$ cat src/rtl/up_macros.svh
`ifndef UP_MACROS_SVH
`define UP_MACROS_SVH

// data path and instruction word width.
`define UP_DATA_W 8

// program memory addressing.
`define UP_ADDR_W 8
`define UP_MEM_DEPTH 256

// register bank size.
`define UP_RB_N 8

`endif

$ cat src/rtl/up_pkg.sv
package up_pkg;

	// sequencer states, fetch_latch comes out of reset.
	typedef enum logic [2:0] {
		fetch_latch = 3'b001,
		fetch_read  = 3'b010,
		execute_1   = 3'b011,
		execute_2   = 3'b100,
		execute_3   = 3'b101
	} up_state_t;

	// alu opcodes. low codes match the instruction opcode nibble.
	typedef enum logic [4:0] {
		op_add    = 5'd0,
		op_sub    = 5'd1,
		op_mul    = 5'd2,
		op_div    = 5'd3,
		op_ldi    = 5'd4,
		op_acc_a  = 5'd5,
		op_acc_b  = 5'd6,
		op_acc_c  = 5'd7,
		op_pc_out = 5'd13,
		op_pc_inc = 5'd15
	} up_op_t;

endpackage

$ cat src/rtl/up_alu.sv
`timescale 1ns/1ps

`include "up_macros.svh"

module up_alu
	import up_pkg::*;
(
	input  up_op_t                op,
	input  logic [`UP_DATA_W-1:0] a,
	input  logic [`UP_DATA_W-1:0] b,
	input  logic [`UP_ADDR_W-1:0] pc,
	input  logic [3:0]            imm,
	output logic [`UP_DATA_W-1:0] result
);

	logic [2*`UP_DATA_W-1:0] product;
	logic [`UP_DATA_W-1:0]   quotient;

	assign product = a * b;

	// divide by zero saturates to all ones.
	assign quotient = (b == '0) ? '1 : a / b;

	always_comb begin
		case (op)
			op_add:    result = a + b;
			op_sub:    result = a - b;
			op_mul:    result = product[`UP_DATA_W-1:0]; // low byte only.
			op_div:    result = quotient;
			op_ldi:    result = {{(`UP_DATA_W-4){1'b0}}, imm};
			op_acc_a,
			op_acc_b,
			op_acc_c:  result = a + b; // pair select comes from controller.
			op_pc_out: result = pc;
			op_pc_inc: result = pc + 1'b1; // wraps at top of memory.
			default:   result = '0;
		endcase
	end

endmodule

$ cat src/rtl/up_controller.sv
`timescale 1ns/1ps

module up_controller
	import up_pkg::*;
(
	input  logic       clk,
	input  logic       nRst,
	input  logic [3:0] ir,
	output up_op_t     op,
	output logic       ir_we,
	output logic       pc_we,
	output logic [2:0] rb_sel_in,
	output logic       rb_we,
	output logic       ale
);

	up_state_t state;
	up_state_t state_next;
	logic      is_arith;
	logic      is_ldi;
	logic      is_burst;
	logic [2:0] burst_base;

	assign is_arith = (ir[3:2] == 2'b00);
	assign is_ldi   = (ir == 4'b0100);
	assign is_burst = (ir[3:2] == 2'b01) && (ir[1:0] != 2'b00);

	// 0101 -> r4, 0110 -> r5, 0111 -> r6.
	assign burst_base = 3'd3 + {1'b0, ir[1:0]};

	always_ff @(posedge clk or negedge nRst) begin
		if (!nRst) begin
			state <= fetch_latch;
		end else begin
			state <= state_next;
		end
	end

	always_comb begin
		case (state)
			fetch_latch: state_next = fetch_read;
			fetch_read:  state_next = execute_1;
			execute_1: begin
				// whole 01xx group, ldi included, takes the long path.
				if (ir[3:2] == 2'b01) begin
					state_next = execute_2;
				end else begin
					state_next = fetch_latch;
				end
			end
			execute_2:   state_next = execute_3;
			execute_3:   state_next = fetch_latch;
			default:     state_next = fetch_latch;
		endcase
	end

	assign ale   = (state == fetch_latch);
	assign ir_we = (state == fetch_read); // ir and pc+1 load together.
	assign pc_we = (state == fetch_read);

	always_comb begin
		op        = up_op_t'({1'b0, ir});
		rb_we     = 1'b0;
		rb_sel_in = 3'd0;
		case (state)
			fetch_latch: op = op_pc_out; // pc to address latch.
			fetch_read:  op = op_pc_inc;
			execute_1: begin
				if (is_arith) begin
					rb_we     = 1'b1;
					rb_sel_in = 3'd4;
				end else if (is_ldi) begin
					rb_we     = 1'b1; // r0 gets the immediate.
				end else if (is_burst) begin
					rb_we     = 1'b1;
					rb_sel_in = burst_base;
				end
			end
			execute_2: begin
				if (is_burst) begin
					rb_we     = 1'b1;
					rb_sel_in = burst_base + 3'd1;
				end
			end
			execute_3: begin
				if (is_burst) begin
					rb_we     = 1'b1;
					rb_sel_in = burst_base;
				end
			end
			default: begin
				op = op_pc_out;
			end
		endcase
	end

	// decode needs a known opcode in every execute state.
	a_ir_known: assert property (@(posedge clk) disable iff (!nRst)
		(state inside {execute_1, execute_2, execute_3}) |-> !$isunknown(ir));

endmodule

$ cat src/rtl/up_core.sv
`timescale 1ns/1ps

`include "up_macros.svh"

module up_core
	import up_pkg::*;
(
	input  logic                        clk,
	input  logic                        nRst,
	input  logic                        load_we,
	input  logic [`UP_ADDR_W-1:0]       load_addr,
	input  logic [`UP_DATA_W-1:0]       load_data,
	output logic [`UP_ADDR_W-1:0]       fetch_addr,
	output logic                        ale,
	output logic                        wb_we,
	output logic [$clog2(`UP_RB_N)-1:0] wb_sel,
	output logic [`UP_DATA_W-1:0]       wb_data
);

	up_op_t                op;
	logic                  ir_we;
	logic                  pc_we;
	logic [3:0]            ir;
	logic [`UP_DATA_W-1:0] mem_rdata;

	up_controller up_controller_inst (
		.clk       (clk),
		.nRst      (nRst),
		.ir        (ir),
		.op        (op),
		.ir_we     (ir_we),
		.pc_we     (pc_we),
		.rb_sel_in (wb_sel),
		.rb_we     (wb_we),
		.ale       (ale)
	);

	up_datapath up_datapath_inst (
		.clk        (clk),
		.nRst       (nRst),
		.op         (op),
		.ir_we      (ir_we),
		.pc_we      (pc_we),
		.rb_sel_in  (wb_sel),
		.rb_we      (wb_we),
		.ale        (ale),
		.mem_rdata  (mem_rdata),
		.ir         (ir),
		.fetch_addr (fetch_addr),
		.wb_data    (wb_data)
	);

	up_memory up_memory_inst (
		.clk       (clk),
		.nRst      (nRst),
		.load_we   (load_we),
		.load_addr (load_addr),
		.load_data (load_data),
		.ale       (ale),
		.addr      (fetch_addr),
		.rdata     (mem_rdata)
	);

endmodule

$ cat src/rtl/up_datapath.sv
`timescale 1ns/1ps

`include "up_macros.svh"

module up_datapath
	import up_pkg::*;
(
	input  logic                        clk,
	input  logic                        nRst,
	input  up_op_t                      op,
	input  logic                        ir_we,
	input  logic                        pc_we,
	input  logic [$clog2(`UP_RB_N)-1:0] rb_sel_in,
	input  logic                        rb_we,
	input  logic                        ale,
	input  logic [`UP_DATA_W-1:0]       mem_rdata,
	output logic [3:0]                  ir,
	output logic [`UP_ADDR_W-1:0]       fetch_addr,
	output logic [`UP_DATA_W-1:0]       wb_data
);

	logic [`UP_DATA_W-1:0] ir_q;
	logic [`UP_ADDR_W-1:0] pc_q;
	logic [`UP_ADDR_W-1:0] addr_q;
	logic [`UP_DATA_W-1:0] alu_result;
	logic [`UP_DATA_W-1:0] rdata_sel;
	logic [`UP_DATA_W-1:0] rdata_r0;

	always_ff @(posedge clk or negedge nRst) begin
		if (!nRst) begin
			ir_q   <= '0;
			pc_q   <= '0;
			addr_q <= '0;
		end else begin
			if (ir_we) begin
				ir_q <= mem_rdata;
			end
			if (pc_we) begin
				pc_q <= alu_result; // pc+1 from the alu.
			end
			if (ale) begin
				addr_q <= alu_result;
			end
		end
	end

	assign ir = ir_q[7:4]; // opcode nibble.

	// latch is transparent while ale is high.
	assign fetch_addr = ale ? alu_result : addr_q;
	assign wb_data    = alu_result;

	up_alu up_alu_inst (
		.op     (op),
		.a      (rdata_sel),
		.b      (rdata_r0),
		.pc     (pc_q),
		.imm    (ir_q[3:0]),
		.result (alu_result)
	);

	up_regbank up_regbank_inst (
		.clk       (clk),
		.nRst      (nRst),
		.we        (rb_we),
		.sel       (rb_sel_in),
		.wdata     (alu_result),
		.rdata_sel (rdata_sel),
		.rdata_r0  (rdata_r0)
	);

endmodule

$ cat src/rtl/up_memory.sv
`timescale 1ns/1ps

`include "up_macros.svh"

module up_memory (
	input  logic                  clk,
	input  logic                  nRst,
	input  logic                  load_we,
	input  logic [`UP_ADDR_W-1:0] load_addr,
	input  logic [`UP_DATA_W-1:0] load_data,
	input  logic                  ale,
	input  logic [`UP_ADDR_W-1:0] addr,
	output logic [`UP_DATA_W-1:0] rdata
);

	logic [`UP_DATA_W-1:0] mem [`UP_MEM_DEPTH];
	logic [`UP_ADDR_W-1:0] addr_q;

	// load port, used while the core sits in reset.
	always_ff @(posedge clk) begin
		if (load_we) begin
			mem[load_addr] <= load_data;
		end
	end

	always_ff @(posedge clk or negedge nRst) begin
		if (!nRst) begin
			addr_q <= '0;
		end else if (ale) begin
			addr_q <= addr;
		end
	end

	assign rdata = mem[addr_q]; // valid the cycle after ale.

	a_load_in_reset: assert property (@(posedge clk)
		load_we |-> !nRst);

endmodule

$ cat src/rtl/up_regbank.sv
`timescale 1ns/1ps

`include "up_macros.svh"

module up_regbank (
	input  logic                        clk,
	input  logic                        nRst,
	input  logic                        we,
	input  logic [$clog2(`UP_RB_N)-1:0] sel,
	input  logic [`UP_DATA_W-1:0]       wdata,
	output logic [`UP_DATA_W-1:0]       rdata_sel,
	output logic [`UP_DATA_W-1:0]       rdata_r0
);

	logic [`UP_DATA_W-1:0] regs [`UP_RB_N];

	always_ff @(posedge clk or negedge nRst) begin
		if (!nRst) begin
			for (int i = 0; i < `UP_RB_N; i++) begin
				regs[i] <= '0;
			end
		end else if (we) begin
			regs[sel] <= wdata;
		end
	end

	// both ports read the current contents.
	assign rdata_sel = regs[sel];
	assign rdata_r0  = regs[0];

	a_sel_known: assert property (@(posedge clk) disable iff (!nRst)
		we |-> !$isunknown(sel));

endmodule

$ cat config.mk
export PLATFORM = sky130hd
export DESIGN_NAME = up_core
export DESIGN_NICKNAME = d
export VERILOG_FILES = /design/src/rtl/up_pkg.sv /design/src/rtl/up_alu.sv /design/src/rtl/up_controller.sv /design/src/rtl/up_core.sv /design/src/rtl/up_datapath.sv /design/src/rtl/up_memory.sv /design/src/rtl/up_regbank.sv
export VERILOG_INCLUDE_DIRS = /design/src /design/src/rtl
export SDC_FILE = /design/constraint.sdc
export NUM_CORES = 2
export LEC_CHECK = 0
export BUFFER_PORTS_ARGS = -buffer_cell sky130_fd_sc_hd__buf_4
export CAP_MARGIN = 20
export CORE_MARGIN = 4
export CORE_UTILIZATION = 24
export DETAILED_ROUTE_END_ITERATION = 6
export MAX_ROUTING_LAYER = met4
export SLEW_MARGIN = 20
export SYNTH_ARGS = -nofsm -noshare
export SYNTH_HDL_FRONTEND = slang
export SYNTH_SLANG_ARGS = --single-unit
export TNS_END_PERCENT = 50
$ cat constraint.sdc
create_clock -name clk -period 39.1 [get_ports clk]
set_input_delay 9.775 -clock clk [delete_from_list [all_inputs] [get_ports clk]]
set_output_delay 9.775 -clock clk [all_outputs]
set_load 0.03 [all_outputs]
==> impl_results.md <==
- Io pins: 40
- Peak per-stage delay on the critical path: between 900 and 1000 ps
- # placed instances: 8658
- Share of synthesized registers carrying an async set or reset: 3.80%
- Count of buffering cells on the critical path with inverters included: 4
- Detailed-routing iteration count for the pre-antenna-repair pass: 7
- Final nets: between 4000 and 5000
- Number of clock sinks: roughly 2100
- CTS Buf Count: between 200 and 250
- Hold-critical path endpoint: up_datapath_inst.up_regbank_inst.regs[55]
- Net Count, Synth: 4135
- Detailed placer's ending HPWL: between 100000 and 150000 um
- Status: finished clean
- Global-route wire length before repair: 303000 um
- Hold Path Class: register to register
- Maximum level of the CTS H-tree: 4
- Number of max-cap violations: 0
- Total of endpoints with negative setup slack in the final report: 0
- TritonCTS clock tree: done
- Post-CTS Resized: 0
- Cell family with the largest share of critical-path delay: compound AO/OA/AOI/OAI gates
- Time the final worst path needs with I/O delays and setup: 26890 ps
- Peak clock frequency supported by timing: around 37 MHz
- Hold Fails Final Rpt: 0
- Synth cell types: 77
- Remaining max-slew budget at the tightest pin: approximately 22%
- Placement-stage cell area: slightly above 90000 um^2
- Remaining global-route overflow: 0
- Final Wtd Congestion: 0.846
- Total of buffers placed on input and output ports: 39
- Number of synthesized register bits: 2129
- Fill count: between 30000 and 40000
- R2r startpoint: up_datapath_inst.ir_q[4]
- Number of cell instances on the worst register-to-register path: 66
- Top_reg_cell synth: edfxtp_1
- Core utilization of the finished layout: between 20 and 30%
- Summed area of non-filler cells in the final layout: between 90000 and 100000 um^2
- Initial core utilization: 24.1%
- ANT nets after route: 0
- Register-to-register path setup slack: 22580 ps
- Site row count: roughly 220
- Most common library cell in the layout ignoring fill and taps: edfxtp_1
- Slowest cell on the critical path: dfrtp_1
- Detailed-routing wirelength on met1: roughly 90000 um
- Clock skew: 74.8 ps
- Synthesized netlist cell count: roughly 4000
- RSZ-0062 raised after global routing: no
- Startpoint type of the worst setup path: register
- Worst Tran Pin Value: roughly 1200 ps
- Critical path type: register to output pin
- Total chip power: roughly 7.5 mW
- Via count normalized by instance count: approximately 4.5
- Final total negative setup slack: 0 ps
- Crit. End Element: output pin
- Critical path peak fanout: 28
- Cell Count, Final, Fillers Out: between 9000 and 10000
- Hold Path Stages: 0
- Commonest non-fill, non-tap cells in the layout: edfxtp_1 (2048), mux4_2 (680), nor2_1 (338)
- Share of post-route cells with drive strength above 1: around a quarter
- Tcrit/Tclk final: just under 70%
- Average wire per cell in the routed design: around 23 um
- Pin count of the biggest net entering global routing: around 170
- Warnings from Yosys: 0
- Die area: approximately 370000 um^2
- Height of the die: 606 um
- Wire length on met3: around 15000 um
- Sequential area share after synthesis: ~74%
- Clock transition at the register clock pins on the worst setup and hold paths after CTS: approximately 70 ps
- Worst-case vdd ir drop: 0.111 mV
- Cell chosen for the clock root: clkbuf_16
- Post-CTS repair timing setup buffer count: 0
- Number of flops mapped to enable cells by yosys: about 2000
- Number of global-route vias before repair: 41500
- Synth-to-layout area growth: 14.6%
- Via count: around 40000
- Cell area after synthesis: approximately 86000 um^2
- Number of antenna violations at the first check in global routing: 6
- Synthesized area divided by synthesized cell count: 21.2 um^2
- Core Region: approximately 360000 um^2
- Hold_sp: up_datapath_inst.up_regbank_inst.regs[55]
- Die Span X: just over 600 um
- 1st-iter DRT viols: about 4900
- Top sig layer: met4
- Overall Global Routing Usage: 11.4%
- Clock insertion delay at the later pin of the skew report: about 860 ps
- Detailed-route DRC error count: 0
- CTS Hold Bufs: 0
- Reported leakage power: 29.8 nW
- Data required time at the worst endpoint: approximately 29000 ps
- Total detailed-routing wirelength: roughly 210000 um
- Most common cell on crit path: o21a_1
- Maximum buffer depth of the clock tree: 3
- WP data arrival: about 17000 ps
- Pwr/cell area: around 76 nW/um^2
- Total length of routed met2 wires: slightly below 100000 um
- Worst flop-to-flop path endpoint: up_datapath_inst.up_regbank_inst.regs[24]
- Max Slew Vio Count: 0
==> per-stage QoR <==
step,setup slack [ps],hold slack (ps)
3_5_place_dp,13390,376
4_1_cts,12370,390
3_3_place_gp,13750,363
2_1_floorplan,16320,424
6_report,12210,390
5_1_grt,10760,405
==> cell usage after synthesis, types with 3 or more instances <==
cell       count  area, um^2
inv_1         50         188
xor2_1        15         131
o22a_1         3        26.3
a221oi_1       4        35.0
ha_1          67         838
o21ai_1        6        30.0
nor2b_1       14        87.6
edfxtp_1    2048       61500
mux2i_1        6        60.1
buf_1         40         150
a2111oi_2      4        60.1
nor3_1        22         110
o22ai_1        6        37.5
a32oi_1        4        35.0
a31oi_1        7        43.8
o221ai_1       5        43.8
and3_1         5        31.3
fa_1          13         260
nand2b_1       7        43.8
xnor2_1       25         219
nand2_1       80         300
or3_1          7        43.8
buf_2         43         215
dfrtp_1       80        2000
nor2_1       338        1270
mux4_2       680       15300
and2_1         7        43.8
a222oi_1       3        30.0
o211ai_1       4        30.0
mux2_2        13         146
a21o_1        11        82.6
clkbuf_1     147         552
clkinv_1       3        11.3
nor4_1         5        31.3
or2_2          3        18.8
a21oi_1       63         315
o21a_1        41         308
nand4_1       16         100
nand3_1       35         175
o21ai_0       59         295
==> logic make-up after synthesis <==
family,after synthesis,synth area share [%]
buffers and inverters,285,1.31
AOI/OAI and AO/OA,245,1.92
adders and majority gates,80,1.28
xor gates and xnor gates,43,0.480
and+or+nand+nor,554,2.80
DFF,2129,74.1
muxes,700,18.1
==> sequential cells by signal, summed over array words and instances (netlist names) <==
register / count
up_datapath_inst.pc_q: 8
up_memory_inst.addr_q: 8
up_datapath_inst.up_regbank_inst.regs: 38
up_datapath_inst.up_regbank_inst.rdata_r0: 8
up_memory_inst.mem: 2048
up_datapath_inst.ir_q: 8
up_controller_inst.state: 3
up_datapath_inst.addr_q: 8
==> where the power goes <==
group          leakage, nW  switching (mW)  total (mW)  internal, mW
Sequential            19.4          0.0830        2.63          2.54
Clock                 3.14           0.869        1.93          1.06
Combinational         7.30            1.60        2.89          1.30
==> per-layer routing <==
metal,GRT usage [%],vias up
met5,-,-
met3,2.16,277
met4,2.60,0
li1,-,17000
met1,15.8,22300
met2,17.5,1613
==> area by class of cell <==
cell class / count / area, um^2 / share of cell area [%]
sequential: 2129 / 63500 / 64.7
multi-input combinational: 1622 / 21100 / 21.5
tap: 4751 / 5940 / 6.05
clock buffer: 252 / 5260 / 5.36
clock inverter: 123 / 1220 / 1.25
timing repair buffer: 103 / 912 / 0.929
inverter: 55 / 209 / 0.213
antenna: 5 / 12.5 / 0.0127
==> how the worst max path moves through the flow <==
stage | depth (start not counted) | endpoint | slack (ps) | startpoint
finish | 66 | wb_data[0] | 12210 | up_datapath_inst.ir_q[4]
global placement | 66 | wb_data[0] | 13750 | up_datapath_inst.ir_q[4]
CTS | 66 | wb_data[0] | 12370 | up_datapath_inst.ir_q[4]
detailed placement | 66 | wb_data[0] | 13390 | up_datapath_inst.ir_q[4]
floorplan | 69 | wb_data[0] | 16320 | up_datapath_inst.ir_q[4]
global route | 66 | wb_data[0] | 10760 | up_datapath_inst.ir_q[4]
(Power assumes the default switching activity.)
